==> config.mk <==
export PLATFORM = sky130hd
export DESIGN_NAME = fmc_i2c_controller
export DESIGN_NICKNAME = d
export VERILOG_FILES = /design/src/fmc_i2c_pkg.sv /design/src/i2c_line_sync.sv /design/src/i2c_bit_engine.sv /design/src/i2c_write_sequencer.sv /design/src/fmc_i2c_controller.sv
export SDC_FILE = /design/constraint.sdc
export NUM_CORES = 1
export LEC_CHECK = 0
export BUFFER_PORTS_ARGS = -buffer_cell sky130_fd_sc_hd__buf_2
export CORE_MARGIN = 1.5
export CORE_UTILIZATION = 30
export CTS_BUF_LIST = sky130_fd_sc_hd__clkbuf_16
export CTS_CLUSTER_DIAMETER = 120
export DETAILED_ROUTE_END_ITERATION = 7
export PLACE_DENSITY_LB_ADDON = 0.12
export SYNTH_ARGS = -nofsm -noshare
export SYNTH_HDL_FRONTEND = slang
export SYNTH_HIERARCHICAL = 1
export SYNTH_SLANG_ARGS = --single-unit
==> constraint.sdc <==
create_clock -name CLK -period 2.1 [get_ports CLK]
set_input_delay 0.525 -clock CLK [delete_from_list [all_inputs] [get_ports CLK]]
set_output_delay 0.525 -clock CLK [all_outputs]
set_load 0.02 [all_outputs]
==> src/fmc_i2c_pkg.sv <==
package fmc_i2c_pkg;

    ////////////////////////////////////////
    // Widths that carry a meaning
    ////////////////////////////////////////

    // One byte on the I2C bus
    typedef logic [7:0] i2c_byte_t;

    // Pointer into the configuration table
    typedef logic [2:0] cfg_idx_t;

    // Half period and hold delay counter
    typedef logic [10:0] half_cnt_t;

    ////////////////////////////////////////
    // Bus timing
    ////////////////////////////////////////

    // 250 MHz system clock, 100 kHz SCL
    localparam int SCL_HALF_CYCLES = 1250;
    // Data hold after SCL is pulled low, roughly 48 ns
    localparam int SDA_HOLD_CYCLES = 12;
    // Read-back synchronizer depth
    localparam int SYNC_STAGES     = 2;

    ////////////////////////////////////////
    // Configuration sequence
    ////////////////////////////////////////

    localparam int CFG_LEN   = 5;
    // First byte of the second transaction
    localparam int CFG_SPLIT = 2;

    // Bus switch first, then the logic device control register
    localparam i2c_byte_t CFG_TABLE [CFG_LEN] = '{
        8'hE2,  // Bus switch address, write
        8'h80,  // Channel select
        8'h7C,  // Logic device address, write
        8'h02,  // Control register index
        8'h01   // Control value
    };

    // Commands from the sequencer to the bit engine
    typedef enum logic [1:0] {CMD_START, CMD_BYTE, CMD_STOP} bit_cmd_e;

    typedef enum logic [2:0] {SEQ_IDLE, SEQ_START, SEQ_BYTE, SEQ_STOP, SEQ_NEXT} seq_state_e;

    typedef enum logic [2:0] {
        BIT_IDLE, BIT_START, BIT_LOW, BIT_HIGH, BIT_STOP, BIT_DONE
    } bit_state_e;

endpackage

==> src/i2c_line_sync.sv <==
`timescale 1ns/1ps

module i2c_line_sync (
    input  logic CLK,
    input  logic reset,
    input  logic scl_i,
    input  logic sda_i,
    output logic scl_level_o,
    output logic sda_level_o
);
    import fmc_i2c_pkg::*;

    ////////////////////////////////////////
    // Flop chains for the pin read-back
    ////////////////////////////////////////

    // Newest sample sits in bit 0
    logic [SYNC_STAGES-1:0] scl_sync;
    logic [SYNC_STAGES-1:0] sda_sync;

    always_ff @(posedge CLK) begin
        if (reset) begin
            // Idle bus reads high on both lines
            scl_sync <= '1;
            sda_sync <= '1;
        end else begin
            scl_sync <= {scl_sync[SYNC_STAGES-2:0], scl_i};
            sda_sync <= {sda_sync[SYNC_STAGES-2:0], sda_i};
        end
    end

    // Oldest stage feeds the bit engine
    assign scl_level_o = scl_sync[SYNC_STAGES-1];
    assign sda_level_o = sda_sync[SYNC_STAGES-1];

endmodule

==> src/i2c_bit_engine.sv <==
`timescale 1ns/1ps

module i2c_bit_engine (
    input  logic                   CLK,
    input  logic                   reset,
    input  logic                   cmd_valid_i,
    input  fmc_i2c_pkg::bit_cmd_e  cmd_i,
    input  fmc_i2c_pkg::i2c_byte_t cmd_byte_i,
    input  logic                   scl_level_i,
    input  logic                   sda_level_i,
    output logic                   cmd_done_o,
    output logic                   ack_ok_o,
    output logic                   scl_oe_o,
    output logic                   sda_oe_o
);
    import fmc_i2c_pkg::*;

    bit_state_e state;
    half_cnt_t  timer;
    // Bits 0 to 7 are data, bit 8 is the ACK clock
    logic [3:0] bit_cnt;
    // Second step of START and STOP
    logic       phase;
    i2c_byte_t  shift_reg;

    logic timer_end;
    logic hold_hit;
    logic mid_hit;
    logic ack_bit;
    logic shift_step;

    assign timer_end = (timer == half_cnt_t'(SCL_HALF_CYCLES - 1));
    assign hold_hit  = (timer == half_cnt_t'(SDA_HOLD_CYCLES));
    assign mid_hit   = (timer == half_cnt_t'(SCL_HALF_CYCLES / 2));
    assign ack_bit   = (bit_cnt == 4'd8);

    // Move to the next data bit at the end of its high phase
    assign shift_step = (state == BIT_HIGH) && scl_level_i && timer_end && !ack_bit;

    assign cmd_done_o = (state == BIT_DONE);

    ////////////////////////////////////////
    // Data shift register, MSB goes first
    ////////////////////////////////////////

    always_ff @(posedge CLK) begin
        if ((state == BIT_IDLE) && cmd_valid_i) begin
            shift_reg <= cmd_byte_i;
        end else if (shift_step) begin
            shift_reg <= {shift_reg[6:0], 1'b0};
        end
    end

    ////////////////////////////////////////
    // Bus timing FSM
    ////////////////////////////////////////

    always_ff @(posedge CLK) begin
        if (reset) begin
            state    <= BIT_IDLE;
            timer    <= '0;
            bit_cnt  <= '0;
            phase    <= 1'b0;
            ack_ok_o <= 1'b0;
            // Both lines released
            scl_oe_o <= 1'b0;
            sda_oe_o <= 1'b0;
        end else begin
            case (state)
                BIT_IDLE: begin
                    timer   <= '0;
                    bit_cnt <= '0;
                    phase   <= 1'b0;
                    if (cmd_valid_i) begin
                        case (cmd_i)
                            CMD_START: state <= BIT_START;
                            CMD_BYTE: begin
                                ack_ok_o <= 1'b0;
                                state    <= BIT_LOW;
                            end
                            default:   state <= BIT_STOP;
                        endcase
                    end
                end

                BIT_START: begin
                    if (!phase) begin
                        // Bus must read free for a full half period
                        if (scl_level_i && sda_level_i) begin
                            if (timer_end) begin
                                timer    <= '0;
                                sda_oe_o <= 1'b1;
                                phase    <= 1'b1;
                            end else begin
                                timer <= timer + 1'b1;
                            end
                        end else begin
                            timer <= '0;
                        end
                    end else if (timer_end) begin
                        // SDA already low, now take SCL low
                        timer    <= '0;
                        scl_oe_o <= 1'b1;
                        state    <= BIT_DONE;
                    end else begin
                        timer <= timer + 1'b1;
                    end
                end

                BIT_LOW: begin
                    // SDA moves only after the hold delay
                    if (hold_hit) begin
                        // Release SDA for the target's ACK
                        sda_oe_o <= ack_bit ? 1'b0 : ~shift_reg[7];
                    end
                    if (timer_end) begin
                        timer    <= '0;
                        scl_oe_o <= 1'b0;
                        state    <= BIT_HIGH;
                    end else begin
                        timer <= timer + 1'b1;
                    end
                end

                BIT_HIGH: begin
                    // Timer holds at zero while a target stretches SCL
                    if (scl_level_i) begin
                        if (ack_bit && mid_hit) begin
                            ack_ok_o <= ~sda_level_i;
                        end
                        if (timer_end) begin
                            timer    <= '0;
                            scl_oe_o <= 1'b1;
                            if (ack_bit) begin
                                state <= BIT_DONE;
                            end else begin
                                bit_cnt <= bit_cnt + 1'b1;
                                state   <= BIT_LOW;
                            end
                        end else begin
                            timer <= timer + 1'b1;
                        end
                    end
                end

                BIT_STOP: begin
                    if (!phase) begin
                        // SDA low during the SCL low phase
                        if (hold_hit) begin
                            sda_oe_o <= 1'b1;
                        end
                        if (timer_end) begin
                            timer    <= '0;
                            scl_oe_o <= 1'b0;
                            phase    <= 1'b1;
                        end else begin
                            timer <= timer + 1'b1;
                        end
                    end else if (scl_level_i) begin
                        // SDA rises with SCL high
                        if (timer_end) begin
                            timer    <= '0;
                            sda_oe_o <= 1'b0;
                            state    <= BIT_DONE;
                        end else begin
                            timer <= timer + 1'b1;
                        end
                    end
                end

                // One cycle of cmd_done_o
                BIT_DONE: state <= BIT_IDLE;

                default: state <= BIT_IDLE;
            endcase
        end
    end

endmodule

==> src/i2c_write_sequencer.sv <==
`timescale 1ns/1ps

module i2c_write_sequencer (
    input  logic                   CLK,
    input  logic                   reset,
    input  logic                   start_i,
    input  logic                   cmd_done_i,
    input  logic                   ack_ok_i,
    output logic                   cmd_valid_o,
    output fmc_i2c_pkg::bit_cmd_e  cmd_o,
    output fmc_i2c_pkg::i2c_byte_t cmd_byte_o,
    output logic                   busy_o,
    output logic                   done_o,
    output logic                   nack_o
);
    import fmc_i2c_pkg::*;

    seq_state_e state;
    // Table entry currently on the bus
    cfg_idx_t   idx;
    cfg_idx_t   idx_next;
    logic       tr_last;
    logic       seq_end;

    assign idx_next = idx + cfg_idx_t'(1);

    // Next entry starts a new transaction or lies past the table
    assign tr_last = (idx_next == cfg_idx_t'(CFG_SPLIT)) ||
                     (idx_next == cfg_idx_t'(CFG_LEN));

    // After a NACK or the last byte the STOP ends the run
    assign seq_end = nack_o || (idx == cfg_idx_t'(CFG_LEN));

    // Byte for the engine, read straight from the table
    assign cmd_byte_o = (idx < cfg_idx_t'(CFG_LEN)) ? CFG_TABLE[idx] : '0;

    ////////////////////////////////////////
    // Sequence FSM
    ////////////////////////////////////////

    always_ff @(posedge CLK) begin
        if (reset) begin
            state       <= SEQ_IDLE;
            idx         <= '0;
            cmd_valid_o <= 1'b0;
            cmd_o       <= CMD_START;
            busy_o      <= 1'b0;
            done_o      <= 1'b0;
            nack_o      <= 1'b0;
        end else begin
            // Strobes last one cycle
            cmd_valid_o <= 1'b0;
            done_o      <= 1'b0;
            case (state)
                SEQ_IDLE: begin
                    if (start_i) begin
                        idx         <= '0;
                        nack_o      <= 1'b0;
                        busy_o      <= 1'b1;
                        cmd_valid_o <= 1'b1;
                        cmd_o       <= CMD_START;
                        state       <= SEQ_START;
                    end
                end

                // START of either transaction in flight
                SEQ_START, SEQ_NEXT: begin
                    if (cmd_done_i) begin
                        cmd_valid_o <= 1'b1;
                        cmd_o       <= CMD_BYTE;
                        state       <= SEQ_BYTE;
                    end
                end

                SEQ_BYTE: begin
                    if (cmd_done_i) begin
                        cmd_valid_o <= 1'b1;
                        if (!ack_ok_i) begin
                            // Skip the rest and close the bus
                            nack_o <= 1'b1;
                            cmd_o  <= CMD_STOP;
                            state  <= SEQ_STOP;
                        end else if (tr_last) begin
                            idx   <= idx_next;
                            cmd_o <= CMD_STOP;
                            state <= SEQ_STOP;
                        end else begin
                            idx   <= idx_next;
                            cmd_o <= CMD_BYTE;
                        end
                    end
                end

                SEQ_STOP: begin
                    if (cmd_done_i) begin
                        if (seq_end) begin
                            busy_o <= 1'b0;
                            done_o <= 1'b1;
                            state  <= SEQ_IDLE;
                        end else begin
                            // Second transaction opens right away
                            cmd_valid_o <= 1'b1;
                            cmd_o       <= CMD_START;
                            state       <= SEQ_NEXT;
                        end
                    end
                end

                default: state <= SEQ_IDLE;
            endcase
        end
    end

endmodule

==> src/fmc_i2c_controller.sv <==
`timescale 1ns/1ps

module fmc_i2c_controller (
    input  logic CLK,
    input  logic reset,
    input  logic start_i,
    input  logic scl_i,
    input  logic sda_i,
    output logic scl_oe_o,
    output logic sda_oe_o,
    output logic busy_o,
    output logic done_o,
    output logic nack_o
);
    import fmc_i2c_pkg::*;

    // Synced read-back
    logic      scl_level;
    logic      sda_level;

    // Sequencer to engine
    logic      cmd_valid;
    bit_cmd_e  cmd;
    i2c_byte_t cmd_byte;

    // Engine to sequencer
    logic      cmd_done;
    logic      ack_ok;

    ////////////////////////////////////////
    // Input side
    ////////////////////////////////////////

    i2c_line_sync i_line_sync (
        .CLK         (CLK),
        .reset       (reset),
        .scl_i       (scl_i),
        .sda_i       (sda_i),
        .scl_level_o (scl_level),
        .sda_level_o (sda_level)
    );

    // Walks the configuration table
    i2c_write_sequencer i_sequencer (
        .CLK         (CLK),
        .reset       (reset),
        .start_i     (start_i),
        .cmd_done_i  (cmd_done),
        .ack_ok_i    (ack_ok),
        .cmd_valid_o (cmd_valid),
        .cmd_o       (cmd),
        .cmd_byte_o  (cmd_byte),
        .busy_o      (busy_o),
        .done_o      (done_o),
        .nack_o      (nack_o)
    );

    // Output side, owns the SCL and SDA timing
    i2c_bit_engine i_bit_engine (
        .CLK         (CLK),
        .reset       (reset),
        .cmd_valid_i (cmd_valid),
        .cmd_i       (cmd),
        .cmd_byte_i  (cmd_byte),
        .scl_level_i (scl_level),
        .sda_level_i (sda_level),
        .cmd_done_o  (cmd_done),
        .ack_ok_o    (ack_ok),
        .scl_oe_o    (scl_oe_o),
        .sda_oe_o    (sda_oe_o)
    );

endmodule

==> impl_metrics.tcl, run 1 <==
set metrics [dict create \
    grtUsageTotal 0.154 \
    grt_pass1_wl_mm 12.6 \
    drt_iter0_drc 78 \
    io_buffers 9 \
    critical_path_class "reg -> reg" \
    drive_gt1_frac 0.214 \
    reg2reg_depth 6 \
    maxSlewViolCount 0 \
    drc 0 \
    cts.sinks 46 \
    hold_buffers 0 \
    postSynthAreaPerCell_sq_um 8.71 \
    fin_nets 383 \
    antenna_found_initial 0 \
    p_seq_frac 0.483 \
    combPwrFrac 0.131 \
    place_ws_ps -42.2 \
    synthToLayoutAreaGrowth_pct 17.8 \
    diodes 0 \
    fin_total_pwr_mw 1.96 \
    die_area_sq_um 10500 \
    io_pins 10 \
    syn_nets 355 \
    hold_path.class "reg -> reg" \
    root_buffer "clkbuf_16" \
    fin_crit_sh 0.972 \
    fin_area_sq_um 3490 \
    synth-seq-area-share 0.338 \
    cts_tree "yes" \
    hold_violations 0 \
    ys_seq_elements 46 \
    wl_per_cell_microns 15.0 \
    largest_reg_flops 11 \
    via_per_inst 5.15 \
    dp_cells 494 \
    clk_latency_ps 280 \
    globalRouteOverflowTotal 0 \
    powerDensity_nw_per_um2 561 \
    setup_viol 0 \
    worstSetupEndpointType "register" \
    start_util 0.306 \
    worst_path_max_delay_cell "or4_1" \
    status "finished, final reports clean" \
    fmax_mhz 490 \
    routed_wl_mm 7.52 \
    hold_depth 1 \
    cp-start-kind "register" \
    ys.flop_type "dfxtp_1" \
    p_switching_mw 0.486 \
    worstPathArrival_ps 2210 \
    hpwl_mm 5.54 \
    pwr-share-clk 0.386 \
    die_w_microns 102 \
    async_reset_ff_frac 0 \
    cpPeakStageDelay_ps 480 \
    worst-path-buf-inv 1 \
    synth_edf_count 8 \
    syn_area_sq_um 2960 \
    max-clock-path-buffers 2 \
    vdd_drop_max_v 0.000323 \
    grt_pass1_vias 2443 \
    fp.dieH_microns 102 \
    design.core.area_sq_um 9680 \
    rows 36 \
    r2r_slack_ps 60 \
    tightest_slew_ps 518 \
    yosys_warnings 6 \
    worst-path-stages 6 \
    critPathRequiredTime_ps 2270 \
    fin_worst_skew_ps 7.67 \
    finalWorstSetupSlack_ps 58.3 \
    instances_no_fill 502 \
    synth_cell_type_count 63 \
    period_minus_slack_ps 2040 \
    intPower_mw 1.47 \
    firstDrtPassIters 4 \
    path_clk_slew_ps 60 \
    drv_cap 0 \
    switching_share 0.248 \
    cts_inserted_buffers 5 \
    gp_congestion 0.754 \
    slew_headroom 0.654 \
    drtAntennaViolNets 0 \
    place_area_sq_um 3310 \
    grt_setup_unrepaired "true" \
    via_count 2584 \
    grt_max_degree 33 \
    critPathTopFamily "simple AND/OR/NAND/NOR gates" \
    cts_max_level 2 \
    worstPathCellList "buf_4 -> nor4b_1 -> nand4_1 -> or4_1 -> a21oi_1 -> mux2_1" \
    syn_inst 340 \
    p_leak_nw 1.29 \
    cp_max_fo 6 \
]
==> final timing paths <==
| check | from | endpoint |
|---|---|---|
| hold reg to reg | i_line_sync/scl_sync[0]$_SDFF_PP1_ | i_line_sync/scl_sync[1]$_SDFF_PP1_ |
| setup reg to reg | i_bit_engine/state[0]$_SDFFE_PP0P_ | i_bit_engine/sda_oe_o$_SDFFE_PP0P_ |
| setup / recovery | i_bit_engine/state[0]$_SDFFE_PP0P_ | i_bit_engine/sda_oe_o$_SDFFE_PP0P_ |
| hold / removal | i_line_sync/scl_sync[0]$_SDFF_PP1_ | i_line_sync/scl_sync[1]$_SDFF_PP1_ |
==> area by class of cell <==
cell class,count,area (sq um)
clock buffer,5,125
tap,133,166
multi-input combinational,261,1820
clock inverter,3,12.5
timing repair buffer,43,317
fill,1025,6200
inverter,11,41.3
sequential,46,1000
==> cell usage after synthesis (all sizes together), types with 5 or more instances <==
| cell | n | area, sq um |
|---|---|---|
| dfxtp | 38 | 761 |
| nand2 | 29 | 109 |
| o21ai | 27 | 135 |
| a21oi | 26 | 134 |
| nor2 | 21 | 78.8 |
| buf | 15 | 104 |
| inv | 11 | 41.3 |
| ha | 10 | 125 |
| mux2 | 9 | 101 |
| nand3b | 9 | 67.6 |
| edfxtp | 8 | 240 |
| nand3 | 8 | 40.0 |
| clkbuf | 7 | 26.3 |
| mux2i | 7 | 70.1 |
| nor2b | 7 | 43.8 |
| o31ai | 7 | 87.6 |
| and3 | 6 | 37.5 |
| nor3 | 6 | 41.3 |
| nor4b | 6 | 52.6 |
| nand2b | 5 | 38.8 |
| nand4 | 5 | 31.3 |
| nor3b | 5 | 37.5 |
| o211ai | 5 | 37.5 |
| or2 | 5 | 31.3 |
| or3 | 5 | 31.3 |
==> worst reg2reg max path, delay by kind of cell (launching register included) <==
family	cells	cell delay (ps)
AOI/OAI and AO/OA	1	150
buffers and inverters	1	170
DFF	1	350
muxes	1	330
and+or+nand+nor	3	930
==> placed cells by master (no fill, tap or decap), types with 5 or more instances in the layout <==
cell type   n
dfxtp_1    36
buf_4      32
nand2_1    28
a21oi_1    25
o21ai_0    23
nor2_1     21
inv_1      12
ha_1       10
nand3b_1    9
buf_2       9
mux2_2      8
nand3_1     8
edfxtp_1    8
nor2b_1     7
mux2i_1     7
and3_1      6
o31ai_2     6
nor4b_1     6
clkbuf_16   5
nor3_1      5
nor3b_1     5
o211ai_1    5
nand4_1     5
==> stage by stage <==
step / hold WS (ps) / TNS (ps) / util
after floorplan: 383 / 0 / -
final: 405 / 0 / 0.360
after global placement: 391 / 0 / 0.342
after global routing: 437 / -64.1 / 0.360
after CTS: 409 / 0 / 0.357
after detailed placement: 394 / -336 / 0.342
==> power groups by stage <==
stage | registers [mW] | logic (mW) | clock network (mW)
5_1_grt | 0.948 | 0.283 | 0.820
3_3_place_gp | 0.962 | 0.255 | 0
6_report | 0.944 | 0.257 | 0.755
3_5_place_dp | 0.964 | 0.254 | 0
2_1_floorplan | 0.956 | 0.158 | 0
4_1_cts | 0.944 | 0.256 | 0.795
==> logic make-up (layout without fill, tap and decap cells) <==
group,Yosys count,count (layout),synth area share
flip-flops,46,46,0.338
XOR/XNOR,3,3,0.0114
AND/OR/NAND/NOR,137,137,0.273
buffers and inverters,33,62,0.0579
multiplexers,16,16,0.0579
AO/OA/AOI/OAI,95,95,0.219
adder cells (fa/ha/maj),10,10,0.0423
==> repair_timing <==
item / 4_1_cts / 5_1_grt
pin swaps: 0 / 4
endpoints found under the setup margin: 9 / 20
gates resized for setup: 1 / 9
setup buffers: 0 / 0
==> per-layer routing <==
layer  global-route usage  vias up  routed length [microns]
met5                    0        -                        0
met4               0.0400        0                       70
met3               0.0239        4                      145
met2                0.253       21                     3590
met1                0.210     1253                     3710
li1                     -     1306                        -
Power figures use the tool's default switching activity.
==> run 2, diff against run 1 <==
Settings changed: CTS_BUF_LIST sky130_fd_sc_hd__clkbuf_16 to sky130_fd_sc_hd__clkbuf_2 sky130_fd_sc_hd__clkbuf_4 sky130_fd_sc_hd__clkbuf_8.
==> impl_metrics.tcl, run 2 (synthesis gave the netlist of run 1 again) <==
set metrics [dict create \
    status "finished, final reports clean" \
    max-clock-path-buffers 2 \
    setup_viol 0 \
    path_clk_slew_ps 90 \
    globalRouteOverflowTotal 0 \
    grt_max_degree 33 \
    largest_reg_flops 11 \
    grtUsageTotal 0.154 \
    place_ws_ps -42.2 \
    die_area_sq_um 10500 \
    hold_buffers 0 \
    routed_wl_mm 7.52 \
    most-common-layout-cells "34 x dfxtp_1, 31 x buf_4, 28 x nand2_1, 25 x a21oi_1, 23 x o21ai_0" \
    design.core.area_sq_um 9680 \
    switching_share 0.267 \
    powerDensity_nw_per_um2 508 \
    via_count 2607 \
    hold_violations 0 \
    vdd_drop_max_v 0.000200 \
    fin_nets 383 \
    drv_cap 0 \
    maxSlewViolCount 0 \
    instances_no_fill 502 \
    start_util 0.306 \
    io_pins 10 \
    cts.sinks 46 \
    intPower_mw 1.28 \
    cp-start-kind "register" \
    antenna_found_initial 0 \
    final_common_cell "dfxtp_1" \
    worst_path_max_delay_cell "or4_1" \
    p_switching_mw 0.466 \
    fmax_mhz 496 \
    firstDrtPassIters 4 \
    rows 36 \
    drt_iter0_drc 60 \
    combPwrFrac 0.148 \
    drc 0 \
    fp.dieH_microns 102 \
    tns_ps 0 \
    fin_worst_skew_ps 8.05 \
    critical_path_class "reg -> reg" \
    hold_path.class "in -> reg" \
    hpwl_mm 5.54 \
    final_util 0.355 \
    dp_cells 494 \
    drive_gt1_frac 0.222 \
    slew_headroom 0.656 \
    cts_max_level 2 \
    finalHoldWorstSlack_ps 405 \
    cp_max_fo 6 \
    cts_tree "yes" \
    wl_per_cell_microns 15.0 \
    grt_pass1_wl_mm 12.6 \
    cts_setup_buffers 0 \
    finalWorstSetupSlack_ps 83.0 \
    fin_crit_sh 0.960 \
    p_leak_nw 1.27 \
    critPathRequiredTime_ps 2290 \
    clk_latency_ps 290 \
    synthToLayoutAreaGrowth_pct 16.2 \
    die_w_microns 102 \
    worstPathArrival_ps 2210 \
    worstPathCellList "buf_4 -> nor4b_1 -> nand4_1 -> or4_1 -> a21oi_1 -> mux2_1" \
    drtAntennaViolNets 0 \
    pwr-share-clk 0.312 \
    via_per_inst 5.19 \
    root_buffer "clkbuf_8" \
    diodes 0 \
    tightest_slew_ps 516 \
    grt_pass1_vias 2434 \
    worstSetupEndpointType "register" \
    cpPeakStageDelay_ps 480 \
    gp_congestion 0.754 \
    io_buffers 9 \
    cts_inserted_buffers 5 \
    period_minus_slack_ps 2020 \
    p_seq_frac 0.540 \
]
==> run 2: cell count changes in the layout (fill, tap and decap cells not counted), sizes merged <==
cell    before  now
clkbuf       5    6
inv         12   11
==> run 2: metal layers <==
layer / global-route usage / up-vias / wire length (microns)
met4: 0.0400 / 0 / 70
met5: 0 / - / 0
met2: 0.254 / 34 / 3590
li1: - / 1304 / -
met3: 0.0239 / 4 / 211
met1: 0.210 / 1265 / 3650
==> run 2: path summary, 6_finish.rpt <==
check,slack [ps],startpoint,to,cells after the start
worst max-delay path,80,i_bit_engine/state[0]$_SDFFE_PP0P_,i_bit_engine/sda_oe_o$_SDFFE_PP0P_,6
worst min-delay path,400,scl_i,i_line_sync/scl_sync[0]$_SDFF_PP1_,2
worst max register to register,80,i_bit_engine/state[0]$_SDFFE_PP0P_,i_bit_engine/sda_oe_o$_SDFFE_PP0P_,6
worst min register to register,410,i_line_sync/scl_sync[0]$_SDFF_PP1_,i_line_sync/scl_sync[1]$_SDFF_PP1_,1
==> run 2: cell type report <==
type	count	area, sq um
repair buffers	43	320
clock buffers	6	76.3
inverters	11	41.3
well taps	133	166
multi-input cells	261	1820
fillers	1027	6240
flip-flops and latches	46	1010
clock inverters	2	8.76
==> run 2: power groups by stage <==
| stage | Clock, mW | Combinational [mW] | Sequential, mW |
|---|---|---|---|
| 4_1_cts | 0.579 | 0.256 | 0.943 |
| 3_5_place_dp | 0 | 0.254 | 0.964 |
| 3_3_place_gp | 0 | 0.255 | 0.962 |
| 6_report | 0.546 | 0.258 | 0.944 |
| 5_1_grt | 0.611 | 0.285 | 0.949 |
| 2_1_floorplan | 0 | 0.158 | 0.956 |
==> run 2: worst max-delay path, delay by kind of cell (launching register included) <==
family                 cells  cell delay (ps)
AND/OR/NAND/NOR            3              920
multiplexers               1              330
AO/OA/AOI/OAI              1              150
flip-flops                 1              350
buffers and inverters      1              160
==> run 2: per-stage QoR <==
step	total power [mW]	cell area (sq um)
CTS	1.78	3400
global placement	1.22	3310
finish	1.75	3440
detailed placement	1.22	3310
floorplan	1.11	2960
global route	1.84	3440
==> run 2: timing repair <==
action                                 CTS  global route
endpoints found under the hold margin    0             0
gates cloned                             0             0
pin swaps                                0             3
setup endpoints to repair               10            21
gates resized for setup                  1            12
==> run 3, diff against run 2 <==
Settings changed: CELL_PAD_IN_SITES_DETAIL_PLACEMENT from default to 1, CELL_PAD_IN_SITES_GLOBAL_PLACEMENT from default to 1.
==> impl_metrics.tcl, run 3 (synthesis gave the netlist of run 1 again) <==
set metrics [dict create \
    worstPathArrival_ps 2220 \
    dp_cells 496 \
    worstSetupEndpointType "register" \
    most-common-layout-cells "35 x dfxtp_1, 34 x buf_4, 28 x nand2_1, 25 x a21oi_1, 24 x o21ai_0" \
    grt_pass1_wl_mm 13.9 \
    cts_setup_buffers 0 \
    hold_path.class "in -> reg" \
    status "finished, final reports clean" \
    worst-path-buf-inv 3 \
    firstDrtPassIters 4 \
    cts_inserted_buffers 5 \
    diodes 0 \
    tightest_slew_ps 557 \
    multi_input_area_sq_um 1830 \
    setup_viol 0 \
    top_layer "met4" \
    synthToLayoutAreaGrowth_pct 17.2 \
    drt_iter0_drc 115 \
    fin_total_pwr_mw 1.80 \
    wl_per_cell_microns 16.3 \
    vdd_drop_max_v 0.000261 \
    grt_max_degree 33 \
    worstPathCellList "inv_2 -> ha_4 -> or3b_4 -> buf_6 -> nor3_4 -> buf_4 -> or3_4 -> nand2b_4 -> o31ai_2" \
    cp_max_fo 6 \
    fillers 1140 \
    finalWorstSetupSlack_ps 99.6 \
    cts.sinks 46 \
    hold_depth 2 \
    m1WireLength_mm 3.84 \
    hold_violations 0 \
    drtAntennaViolNets 0 \
    tns_ps 0 \
    grt_pass1_vias 2702 \
    hp-start "sda_i" \
    via_per_inst 5.14 \
    critPathRequiredTime_ps 2320 \
    rr_endpoint "i_bit_engine/timer[8]$_SDFFE_PP0P_" \
    hpwl_mm 6.09 \
    antenna_found_initial 0 \
    rows 36 \
    fin_crit_sh 0.953 \
    p_leak_nw 1.29 \
    die_w_microns 102 \
    start_util 0.306 \
    worst_path_max_delay_cell "or3_4" \
    drv_cap 0 \
    fp.dieH_microns 102 \
    routed_wl_mm 8.20 \
    final_common_cell "dfxtp_1" \
    io_buffers 9 \
    design.core.area_sq_um 9680 \
    critPathTopFamily "simple AND/OR/NAND/NOR gates" \
    instances_no_fill 504 \
    grtUsageTotal 0.169 \
    drive_gt1_frac 0.235 \
    drc 0 \
    cp-start-kind "register" \
    critical_path_class "reg -> reg" \
    globalRouteOverflowTotal 0 \
    dr_wl_met3_microns 114 \
    cts_tree "yes" \
    root_buffer "clkbuf_8" \
    slew_headroom 0.628 \
    place_ws_ps -49.1 \
    fin_nets 385 \
    final_util 0.358 \
    path_clk_slew_ps 90 \
    cts_max_level 2 \
    finalHoldWorstSlack_ps 396 \
    fmax_mhz 500 \
    hold_end "i_line_sync/sda_sync[0]$_SDFF_PP1_" \
    period_minus_slack_ps 2000 \
    clk_latency_ps 300 \
    via_count 2593 \
    powerDensity_nw_per_um2 520 \
    reg2reg_depth 9 \
    cpPeakStageDelay_ps 390 \
    max-clock-path-buffers 2 \
    io_pins 10 \
    r2r_slack_ps 100 \
    place_area_sq_um 3320 \
    seq_area_sq_um 1000 \
    die_area_sq_um 10500 \
    gp_congestion 0.785 \
    fin_area_sq_um 3470 \
    met2WireLength_mm 4.13 \
    fin_worst_skew_ps 11.5 \
    maxSlewViolCount 0 \
    r2r_start "i_bit_engine/timer[1]$_SDFFE_PP0P_" \
    largest_reg_flops 11 \
]
run 3: where the power goes:
part	internal [mW]	switching (mW)	total [mW]
logic	0.122	0.141	0.263
clock network	0.279	0.313	0.592
registers	0.923	0.0269	0.950
total	1.32	0.481	1.80
run 3: timing repair:
item,4_1_cts,5_1_grt
gates resized for setup,2,11
hold buffers,0,0
pin swaps,1,4
endpoints found under the setup margin,9,18
run 3: layout make-up:
| type | count | share of cell area |
|---|---|---|
| sequential | 46 | 0.289 |
| inverter | 11 | 0.0119 |
| tap | 133 | 0.0479 |
| clock inverter | 1 | 0.00144 |
| timing repair buffer | 45 | 0.0955 |
| clock buffer | 7 | 0.0260 |
| multi-input combinational | 261 | 0.528 |
run 3: worst register-to-register path, cell delays in order (launching register included):
cell      delay (ps)
dfxtp_2          340
inv_2             50
ha_4             150
or3b_4           260
buf_6            110
nor3_4            40
buf_4            170
or3_4            390
nand2b_4         200
o31ai_2          220
run 3: worst max path at each step:
stage                                                   from                                       to  slack (ps)  cells past startpoint
final                     i_bit_engine/timer[1]$_SDFFE_PP0P_       i_bit_engine/timer[8]$_SDFFE_PP0P_         100                      9
after global routing      i_bit_engine/timer[1]$_SDFFE_PP0P_       i_bit_engine/timer[8]$_SDFFE_PP0P_          -4                      9
after CTS                 i_bit_engine/timer[1]$_SDFFE_PP0P_       i_bit_engine/timer[8]$_SDFFE_PP0P_         -10                      9
after detailed placement  i_bit_engine/timer[0]$_SDFFE_PP0P_      i_bit_engine/shift_reg[5]$_DFFE_PP_         -50                      7
after global placement    i_bit_engine/timer[1]$_SDFFE_PP0P_      i_bit_engine/shift_reg[4]$_DFFE_PP_          50                      8
after floorplan           i_bit_engine/timer[0]$_SDFFE_PP0P_  i_bit_engine/shift_reg[0]$_SDFFCE_PN0P_          60                      6
run 3: metal layers:
metal / global-route usage / up-vias
li1: - / 1309
met1: 0.213 / 1254
met2: 0.298 / 21
met3: 0.0246 / 9
met4: 0.0495 / 0
met5: 0 / -
